### src/logic/bpu_conf_pkg.sv
`default_nettype none

package bpu_conf_pkg;

  localparam int VADDR_W = 32;

  // history length equals the counter table index width
  localparam int GSHARE_BHT_W = 8;

  localparam int BTB_ENTRY_SIZE = 16;
  localparam int BTB_IDX_W = $clog2(BTB_ENTRY_SIZE);
  // pc bits [1:0] never take part in index or tag
  localparam int BTB_TAG_W = VADDR_W - BTB_IDX_W - 2;

  localparam int RAS_ENTRY_SIZE = 8;
  localparam int RAS_IDX_W = $clog2(RAS_ENTRY_SIZE);

endpackage

`default_nettype wire

### src/logic/bpu_types_pkg.sv
`default_nettype none

package bpu_types_pkg;

  import bpu_conf_pkg::*;

  typedef logic [VADDR_W-1:0]      vaddr_t;
  typedef logic [GSHARE_BHT_W-1:0] bht_idx_t;
  typedef logic [RAS_IDX_W-1:0]    ras_idx_t;
  typedef logic [1:0]              bim_t;

  // one resolved branch as returned by the branch unit
  typedef struct packed {
    logic     taken;
    logic     mispredict;
    logic     is_cond;
    logic     is_call;
    logic     is_ret;
    logic     is_rvc;
    ras_idx_t ras_index;
    bim_t     bim_value;
    vaddr_t   pc_vaddr;
    vaddr_t   target_vaddr;
    vaddr_t   ras_prev_vaddr;
    bht_idx_t gshare_index;
    bht_idx_t gshare_bhr;
  } br_upd_t;

  typedef struct packed {
    logic     taken;
    logic     btb_hit;
    vaddr_t   target_vaddr;
    bht_idx_t gshare_index;
    bht_idx_t gshare_bhr;
    bim_t     bim_value;
    ras_idx_t ras_index;
    vaddr_t   ras_prev_vaddr;
  } pred_resp_t;

endpackage

`default_nettype wire

### src/logic/bpu_stage.sv
`default_nettype none

module bpu_stage #(
  parameter type payload_t = logic
) (
  input  logic     clk,
  input  logic     rst,
  input  logic     in_valid,
  input  payload_t in_data,
  output logic     out_valid,
  output payload_t out_data
);

  always_ff @(posedge clk) begin
    if (rst) begin
      out_valid <= 1'b0;
    end else begin
      out_valid <= in_valid;
    end
  end

  // payload only moves with a valid beat
  always_ff @(posedge clk) begin
    if (in_valid) begin
      out_data <= in_data;
    end
  end

  // a stray X on the valid would poison every table write downstream
  a_valid_known : assert property (
    @(posedge clk) disable iff (rst)
    !$isunknown(out_valid)
  );

endmodule

`default_nettype wire

### src/logic/gshare_bht.sv
`default_nettype none

module gshare_bht
  import bpu_conf_pkg::*, bpu_types_pkg::*;
(
  input  logic     clk,
  input  logic     rst,
  input  logic     lookup_valid,
  input  vaddr_t   lookup_pc,
  input  logic     upd_valid,
  input  logic     upd_is_cond,
  input  logic     upd_taken,
  input  bht_idx_t upd_gshare_index,
  input  bht_idx_t upd_gshare_bhr,
  input  bim_t     upd_bim_value,
  output bht_idx_t rd_index,
  output bht_idx_t rd_bhr,
  output bim_t     rd_bim_value
);

  bim_t     bht_q [2**GSHARE_BHT_W];
  bht_idx_t bhr_q;
  bht_idx_t lookup_index;
  logic     upd_cond;
  bim_t     upd_bim_next;

  assign lookup_index = lookup_pc[GSHARE_BHT_W+1:2] ^ bhr_q;
  assign upd_cond = upd_valid & upd_is_cond;

  // saturating step from the counter value seen at lookup time
  always_comb begin
    if (upd_taken) begin
      upd_bim_next = (upd_bim_value == 2'd3) ? 2'd3 : upd_bim_value + 2'd1;
    end else begin
      upd_bim_next = (upd_bim_value == 2'd0) ? 2'd0 : upd_bim_value - 2'd1;
    end
  end

  always_ff @(posedge clk) begin
    if (rst) begin
      for (int i = 0; i < 2**GSHARE_BHT_W; i++) begin
        bht_q[i] <= 2'd1;
      end
      bhr_q <= '0;
    end else if (upd_cond) begin
      bht_q[upd_gshare_index] <= upd_bim_next;
      // history is rebuilt from the record, hit or mispredict
      bhr_q <= {upd_gshare_bhr[GSHARE_BHT_W-2:0], upd_taken};
    end
  end

  // registered read, sees the table as it was before this edge's write
  always_ff @(posedge clk) begin
    if (lookup_valid) begin
      rd_index <= lookup_index;
      rd_bhr <= bhr_q;
      rd_bim_value <= bht_q[lookup_index];
    end
  end

  a_no_write_uncond : assert property (
    @(posedge clk) disable iff (rst)
    (upd_valid && !upd_is_cond) |=>
      (bht_q[$past(upd_gshare_index)] == $past(bht_q[upd_gshare_index])) &&
      (bhr_q == $past(bhr_q))
  );

endmodule

`default_nettype wire

### src/logic/btb.sv
`default_nettype none

module btb
  import bpu_conf_pkg::*, bpu_types_pkg::*;
(
  input  logic   clk,
  input  logic   rst,
  input  logic   lookup_valid,
  input  vaddr_t lookup_pc,
  input  logic   upd_valid,
  input  logic   upd_taken,
  input  vaddr_t upd_pc,
  input  vaddr_t upd_target,
  output logic   rd_hit,
  output vaddr_t rd_target
);

  logic                 valid_q  [BTB_ENTRY_SIZE];
  logic [BTB_TAG_W-1:0] tag_q    [BTB_ENTRY_SIZE];
  vaddr_t               target_q [BTB_ENTRY_SIZE];

  logic [BTB_IDX_W-1:0] lookup_idx;
  logic [BTB_TAG_W-1:0] lookup_tag;
  logic [BTB_IDX_W-1:0] upd_idx;
  logic [BTB_TAG_W-1:0] upd_tag;
  logic                 upd_we;

  assign lookup_idx = lookup_pc[BTB_IDX_W+1:2];
  assign lookup_tag = lookup_pc[VADDR_W-1:BTB_IDX_W+2];
  assign upd_idx = upd_pc[BTB_IDX_W+1:2];
  assign upd_tag = upd_pc[VADDR_W-1:BTB_IDX_W+2];

  // only taken branches allocate
  assign upd_we = upd_valid & upd_taken;

  always_ff @(posedge clk) begin
    if (rst) begin
      for (int i = 0; i < BTB_ENTRY_SIZE; i++) begin
        valid_q[i] <= 1'b0;
      end
    end else if (upd_we) begin
      valid_q[upd_idx] <= 1'b1;
    end
  end

  always_ff @(posedge clk) begin
    if (upd_we) begin
      tag_q[upd_idx] <= upd_tag;
      target_q[upd_idx] <= upd_target;
    end
  end

  always_ff @(posedge clk) begin
    if (lookup_valid) begin
      rd_hit <= valid_q[lookup_idx] && (tag_q[lookup_idx] == lookup_tag);
      rd_target <= target_q[lookup_idx];
    end
  end

endmodule

`default_nettype wire

### src/logic/ras.sv
`default_nettype none

module ras
  import bpu_conf_pkg::*, bpu_types_pkg::*;
(
  input  logic     clk,
  input  logic     rst,
  input  logic     push,
  input  logic     pop,
  input  vaddr_t   push_addr,
  input  logic     repair,
  input  ras_idx_t repair_index,
  input  vaddr_t   repair_addr,
  input  logic     repair_push,
  input  logic     repair_pop,
  input  vaddr_t   repair_push_addr,
  output ras_idx_t top_index,
  output vaddr_t   top_addr
);

  // ptr_q names the top entry, so a push writes one slot above it
  vaddr_t   stack_q [RAS_ENTRY_SIZE];
  ras_idx_t ptr_q;
  ras_idx_t push_slot;
  ras_idx_t repair_up;
  ras_idx_t repair_down;

  assign push_slot = ptr_q + 1'b1;
  assign repair_up = repair_index + 1'b1;
  assign repair_down = repair_index - 1'b1;

  assign top_index = ptr_q;
  assign top_addr = stack_q[ptr_q];

  always_ff @(posedge clk) begin
    if (rst) begin
      ptr_q <= '0;
    end else if (repair) begin
      if (repair_push) begin
        ptr_q <= repair_up;
      end else if (repair_pop) begin
        ptr_q <= repair_down;
      end else begin
        ptr_q <= repair_index;
      end
    end else if (push) begin
      ptr_q <= push_slot;
    end else if (pop) begin
      ptr_q <= ptr_q - 1'b1;
    end
  end

  // wrong-path push/pop in the same cycle as a repair is dropped
  always_ff @(posedge clk) begin
    if (repair) begin
      stack_q[repair_index] <= repair_addr;
      if (repair_push) begin
        stack_q[repair_up] <= repair_push_addr;
      end
    end else if (push) begin
      stack_q[push_slot] <= push_addr;
    end
  end

  a_lookup_excl : assert property (
    @(posedge clk) disable iff (rst)
    !(push && pop)
  );

  a_repair_excl : assert property (
    @(posedge clk) disable iff (rst)
    repair |-> !(repair_push && repair_pop)
  );

endmodule

`default_nettype wire

### src/logic/bpu_top.sv
`default_nettype none

module bpu_top
  import bpu_types_pkg::*;
(
  input  logic     clk,
  input  logic     rst,

  input  logic     lookup_valid,
  input  vaddr_t   lookup_pc,
  input  logic     lookup_is_cond,
  input  logic     lookup_is_call,
  input  logic     lookup_is_ret,
  input  logic     lookup_is_rvc,

  output logic     pred_valid,
  output logic     pred_taken,
  output logic     pred_btb_hit,
  output vaddr_t   pred_target,
  output bht_idx_t pred_gshare_index,
  output bht_idx_t pred_gshare_bhr,
  output bim_t     pred_bim_value,
  output ras_idx_t pred_ras_index,
  output vaddr_t   pred_ras_prev_vaddr,

  input  logic     update,
  input  logic     dead,
  input  logic     upd_taken,
  input  logic     upd_mispredict,
  input  logic     upd_is_cond,
  input  logic     upd_is_call,
  input  logic     upd_is_ret,
  input  logic     upd_is_rvc,
  input  ras_idx_t upd_ras_index,
  input  bim_t     upd_bim_value,
  input  vaddr_t   upd_pc_vaddr,
  input  vaddr_t   upd_target_vaddr,
  input  vaddr_t   upd_ras_prev_vaddr,
  input  bht_idx_t upd_gshare_index,
  input  bht_idx_t upd_gshare_bhr
);

  br_upd_t    upd_in;
  br_upd_t    upd_q;
  logic       upd_q_valid;

  bht_idx_t   bht_index;
  bht_idx_t   bht_bhr;
  bim_t       bht_bim;
  logic       btb_hit;
  vaddr_t     btb_target;
  ras_idx_t   ras_top_index;
  vaddr_t     ras_top_addr;

  logic       s1_valid;
  logic       s1_is_cond;
  logic       s1_is_ret;
  ras_idx_t   s1_ras_index;
  vaddr_t     s1_ras_top;
  pred_resp_t resp;
  pred_resp_t resp_q;

  function automatic vaddr_t ret_addr(input vaddr_t pc, input logic rvc);
    return pc + (rvc ? vaddr_t'(2) : vaddr_t'(4));
  endfunction

  assign upd_in = '{
    taken:          upd_taken,
    mispredict:     upd_mispredict,
    is_cond:        upd_is_cond,
    is_call:        upd_is_call,
    is_ret:         upd_is_ret,
    is_rvc:         upd_is_rvc,
    ras_index:      upd_ras_index,
    bim_value:      upd_bim_value,
    pc_vaddr:       upd_pc_vaddr,
    target_vaddr:   upd_target_vaddr,
    ras_prev_vaddr: upd_ras_prev_vaddr,
    gshare_index:   upd_gshare_index,
    gshare_bhr:     upd_gshare_bhr
  };

  // killed branches never reach the tables
  bpu_stage #(.payload_t(br_upd_t)) upd_stage_i (
    .clk       (clk),
    .rst       (rst),
    .in_valid  (update & ~dead),
    .in_data   (upd_in),
    .out_valid (upd_q_valid),
    .out_data  (upd_q)
  );

  gshare_bht gshare_bht_i (
    .clk              (clk),
    .rst              (rst),
    .lookup_valid     (lookup_valid),
    .lookup_pc        (lookup_pc),
    .upd_valid        (upd_q_valid),
    .upd_is_cond      (upd_q.is_cond),
    .upd_taken        (upd_q.taken),
    .upd_gshare_index (upd_q.gshare_index),
    .upd_gshare_bhr   (upd_q.gshare_bhr),
    .upd_bim_value    (upd_q.bim_value),
    .rd_index         (bht_index),
    .rd_bhr           (bht_bhr),
    .rd_bim_value     (bht_bim)
  );

  btb btb_i (
    .clk          (clk),
    .rst          (rst),
    .lookup_valid (lookup_valid),
    .lookup_pc    (lookup_pc),
    .upd_valid    (upd_q_valid),
    .upd_taken    (upd_q.taken),
    .upd_pc       (upd_q.pc_vaddr),
    .upd_target   (upd_q.target_vaddr),
    .rd_hit       (btb_hit),
    .rd_target    (btb_target)
  );

  ras ras_i (
    .clk              (clk),
    .rst              (rst),
    .push             (lookup_valid & lookup_is_call),
    .pop              (lookup_valid & lookup_is_ret),
    .push_addr        (ret_addr(lookup_pc, lookup_is_rvc)),
    .repair           (upd_q_valid & upd_q.mispredict),
    .repair_index     (upd_q.ras_index),
    .repair_addr      (upd_q.ras_prev_vaddr),
    .repair_push      (upd_q.is_call),
    .repair_pop       (upd_q.is_ret),
    .repair_push_addr (ret_addr(upd_q.pc_vaddr, upd_q.is_rvc)),
    .top_index        (ras_top_index),
    .top_addr         (ras_top_addr)
  );

  always_ff @(posedge clk) begin
    if (rst) begin
      s1_valid <= 1'b0;
    end else begin
      s1_valid <= lookup_valid;
    end
  end

  // hints and ras state held to line up with the table read registers
  always_ff @(posedge clk) begin
    if (lookup_valid) begin
      s1_is_cond <= lookup_is_cond;
      s1_is_ret <= lookup_is_ret;
      s1_ras_index <= ras_top_index;
      s1_ras_top <= ras_top_addr;
    end
  end

  // a ret goes to the ras top even when the btb has no entry
  assign resp.taken = s1_is_ret | (btb_hit & (~s1_is_cond | bht_bim[1]));
  assign resp.btb_hit = btb_hit;
  assign resp.target_vaddr = s1_is_ret ? s1_ras_top : btb_target;
  assign resp.gshare_index = bht_index;
  assign resp.gshare_bhr = bht_bhr;
  assign resp.bim_value = bht_bim;
  assign resp.ras_index = s1_ras_index;
  assign resp.ras_prev_vaddr = s1_ras_top;

  bpu_stage #(.payload_t(pred_resp_t)) resp_stage_i (
    .clk       (clk),
    .rst       (rst),
    .in_valid  (s1_valid),
    .in_data   (resp),
    .out_valid (pred_valid),
    .out_data  (resp_q)
  );

  assign pred_taken = resp_q.taken;
  assign pred_btb_hit = resp_q.btb_hit;
  assign pred_target = resp_q.target_vaddr;
  assign pred_gshare_index = resp_q.gshare_index;
  assign pred_gshare_bhr = resp_q.gshare_bhr;
  assign pred_bim_value = resp_q.bim_value;
  assign pred_ras_index = resp_q.ras_index;
  assign pred_ras_prev_vaddr = resp_q.ras_prev_vaddr;

endmodule

`default_nettype wire

### config.mk
export PLATFORM = sky130hd
export DESIGN_NAME = bpu_top
export DESIGN_NICKNAME = d
export VERILOG_FILES = /design/src/logic/bpu_conf_pkg.sv /design/src/logic/bpu_types_pkg.sv /design/src/logic/bpu_stage.sv /design/src/logic/gshare_bht.sv /design/src/logic/btb.sv /design/src/logic/ras.sv /design/src/logic/bpu_top.sv
export SDC_FILE = /design/constraint.sdc
export NUM_CORES = 2
export LEC_CHECK = 0
export ABC_AREA = 1
export BUFFER_PORTS_ARGS = -buffer_cell sky130_fd_sc_hd__buf_2
export CAP_MARGIN = 25
export CORE_MARGIN = 1.5
export CORE_UTILIZATION = 35
export CTS_BUF_LIST = sky130_fd_sc_hd__clkbuf_8 sky130_fd_sc_hd__clkbuf_16
export CTS_CLUSTER_SIZE = 30
export DETAILED_ROUTE_END_ITERATION = 8
export GPL_ROUTABILITY_DRIVEN = 0
export PLACE_DENSITY = 0.47
export SLEW_MARGIN = 20
export SYNTH_ARGS = -nofsm -noshare
export SYNTH_HDL_FRONTEND = slang
export SYNTH_SLANG_ARGS = --single-unit
### constraint.sdc
create_clock -name clk -period 20.3 [get_ports clk]
set_clock_uncertainty 0.2 [all_clocks]
set_input_delay 4.06 -clock clk [delete_from_list [all_inputs] [get_ports clk]]
set_output_delay 4.06 -clock clk [all_outputs]
set_load 0.01 [all_outputs]
==> results_dict.tcl <==
set metrics [dict create \
    die_h_um 508 \
    ios 252 \
    final_area_sq_um 101000 \
    final_util 0.400 \
    comb_power_share 0.085 \
    intPower_mw 7.22 \
    die_x_um 508 \
    leakage_nw 36.4 \
    worstSetupEndpointType "flop" \
    power_frac_seq 0.496 \
    numCtsBuffers 224 \
    synth-edff-count 1993 \
    netlist_instances 8475 \
    rows 185 \
    final_cells 12114 \
    grt.overflow.total 0 \
    yosysTopAreaCell "edfxtp_1" \
    cts_sinks 2023 \
    drv_slew 0 \
    place_worst_setup_slack_ps 10650 \
    dp.cells 11662 \
    switching_power_mw 2.45 \
    insertion_delay_ps 880 \
    placed_area_sq_um 94100 \
    status "finished clean" \
    cp_max_fo 90 \
    drtAntennaViolNets 0 \
    fmaxAchievable_mhz 115 \
    synthTopCellsByArea "edfxtp_1 (67%), nand2_1 (7.1%), o21ai_0 (5.3%)" \
    die_area_sq_um 258000 \
    grt_pass1_wl_um 426000 \
    cts_tree "done" \
    synth.distinct_cells 54 \
    grtUsageTotal 0.227 \
    drive_gt1_frac 0.104 \
    wire_per_inst_um 24.6 \
    hold_path_class "flop to flop" \
    nets 8702 \
    wl_um 298000 \
    rsz0062_at_grt "false" \
    cp.buffers_inverters 5 \
    syn_nets 8649 \
    pwr-share-clk 0.418 \
    core_sq_um 254000 \
    final_cell_mix "edfxtp_1 (1,993), nand2_1 (1,679), nor2_1 (1,105)" \
    synth_area_sq_um 89400 \
    hold_violations 0 \
    clockRootBuffer "clkbuf_16" \
    p_sw_frac 0.253 \
    dp_hpwl_um 175000 \
    hold_buffers 0 \
    max_stage_delay_ps 860 \
    power_density_nw_per_um2 95.3 \
    grt_max_degree 212 \
    synth-main-ff-cell "edfxtp_1" \
    synthArstFlopShare 0 \
    fin_ws_ps 11640 \
    postCtsResizedCells 0 \
    cap_violations 0 \
    period_minus_slack_ps 8660 \
    synth-seq-cells 2023 \
    vias_per_cell 5.28 \
    tightest_slew_ps 1270 \
    setup_viol 0 \
    critPathKind "input pin to flop" \
    mostFrequentLayoutCell "edfxtp_1" \
    avgSynthCellArea_sq_um 10.5 \
    clk_pin_slew_ps 60 \
    ys_warn_count 0 \
    post-route-drc-count 0 \
    vias 64007 \
    antenna_found_initial 33 \
    initial_core_util 0.352 \
    cts.path.max_buffers 3 \
    drt_iter0_drc 5889 \
    crit_slowest_cell "buf_4" \
    critPathMostFrequentCell "nor2_1" \
    vdd_drop_max_mv 0.0914 \
    synth_seq_area_share 0.676 \
    port_buffers 250 \
    cts_setup_buffers 0 \
    start_kind "input pin" \
    synth_top_area_share 0.670 \
    grt_pass1_vias 60305 \
    worstPathCellList "buf_8 -> buf_4 -> buf_4 -> buf_4 -> buf_4 -> nor2_1 -> nor2_1 -> o21ai_1 -> o211ai_1 -> nand3_1 -> nand3_1 -> nand2_1 -> nor2_1 -> nand2_1 -> nor2_1 -> nand2_1 -> nor2_1" \
    dr.pass1.iters 6 \
    setup_tns_ps 0 \
    h-tree-depth 4 \
    worstPathArrival_ps 9070 \
    area_growth_pct 13.6 \
    min_period_over_period 0.427 \
    crit_family "buffers and inverters" \
    cp.required_ps 20710 \
    slew_headroom 0.151 \
]
sequential cells by signal (all words and copies together), names as in the netlist, 16 cells and up:
| name | flops |
|---|---|
| upd_stage_i.out_data | 122 |
| btb_i.target_q | 512 |
| btb_i.tag_q | 416 |
| btb_i.valid_q | 16 |
| ras_i.stack_q | 256 |
| resp_stage_i.out_data | 87 |
| s1_ras_top | 32 |
| gshare_bht_i.bht_q | 512 |
| btb_i.rd_target | 32 |
cell type report:
| cell class | count | area, sq um |
|---|---|---|
| Antenna cell | 28 | 70.1 |
| Clock buffer | 238 | 5800 |
| Clock inverter | 180 | 1500 |
| Fill cell | 24465 | 152000 |
| Inverter | 578 | 2200 |
| Multi-Input combinational cell | 5268 | 24500 |
| Sequential cell | 2023 | 60500 |
| Tap cell | 3366 | 4210 |
| Timing Repair Buffer | 433 | 2760 |
worst reg2reg max path, delay by kind of cell, from the launching register on:
kind            cells  cell delay [ps]
buf+inv             2             1440
simple gates       10             2740
compound gates      1              120
flops               1              430
final timing paths:
kind | start | endpoint | slack [ps] | cells after the start
worst min register to register | s1_ras_index[0] | resp_stage_i.out_data[32] | 220 | 0
worst min-delay path | s1_ras_index[0] | resp_stage_i.out_data[32] | 220 | 0
worst max register to register | gshare_bht_i.bhr_q[0] | gshare_bht_i.rd_bim_value[1] | 15010 | 13
worst max-delay path | lookup_pc[2] | btb_i.rd_hit | 11640 | 17
synth_stat cells, types with 3 or more instances:
master and n:
a31oi_1 35, o21a_1 7, dfxtp_1 30, buf_6 11, nand3_2 6, edfxtp_1 1993, or2_2 20, o211ai_1 72
o21ai_0 955, nand3b_1 4, nor2_1 1138, nand4_1 61, nand2_2 7, xnor2_1 17, nor3_1 117, o221ai_1 51
clkinv_1 16, inv_1 548, nor2_4 6, o21ai_1 34, xor2_1 26, nand3_1 845, nor2_2 7, ha_1 8
buf_4 28, o21ai_2 5, nand2_1 1680, xnor2_2 3, nor4_1 8, buf_1 36, o22ai_1 122, buf_2 151
a21oi_1 7, nor3_2 5, clkbuf_1 380, inv_2 12
through the flow:
step / power, mW / hold slack (ps)
2_1_floorplan: 5.32 / 200
3_3_place_gp: 5.70 / 207
3_5_place_dp: 5.71 / 205
4_1_cts: 9.75 / 220
5_1_grt: 9.98 / 224
6_report: 9.67 / 218
cell families (layout without fill, tap and decap cells):
family / count (synthesis) / after routing / share of synthesized area
mux: 2 / 2 / 0.000224
flops: 2023 / 2023 / 0.676
compound gates: 1296 / 1296 / 0.0798
simple gates: 3913 / 3913 / 0.183
xor+xnor: 47 / 47 / 0.00494
fa+ha+maj: 10 / 10 / 0.00157
other cells: 0 / 28 / 0
buf+inv: 1184 / 1429 / 0.0540
power by group through the flow:
stage | logic [mW] | clock network [mW] | registers, mW
final | 0.823 | 4.05 | 4.80
after floorplan | 0.467 | 0 | 4.85
after global routing | 0.895 | 4.28 | 4.81
after CTS | 0.824 | 4.12 | 4.80
after detailed placement | 0.822 | 0 | 4.89
after global placement | 0.814 | 0 | 4.89
layer usage:
metal	global-route usage	wire length [um]	vias to the layer above	share of wire
li1	-	-	29519	-
met1	0.308	128000	31818	0.43
met2	0.367	140000	2192	0.47
met3	0.0352	19900	456	0.067
met4	0.0824	10500	22	0.035
met5	0	130	-	0.00044
(Power assumes the default switching activity.)
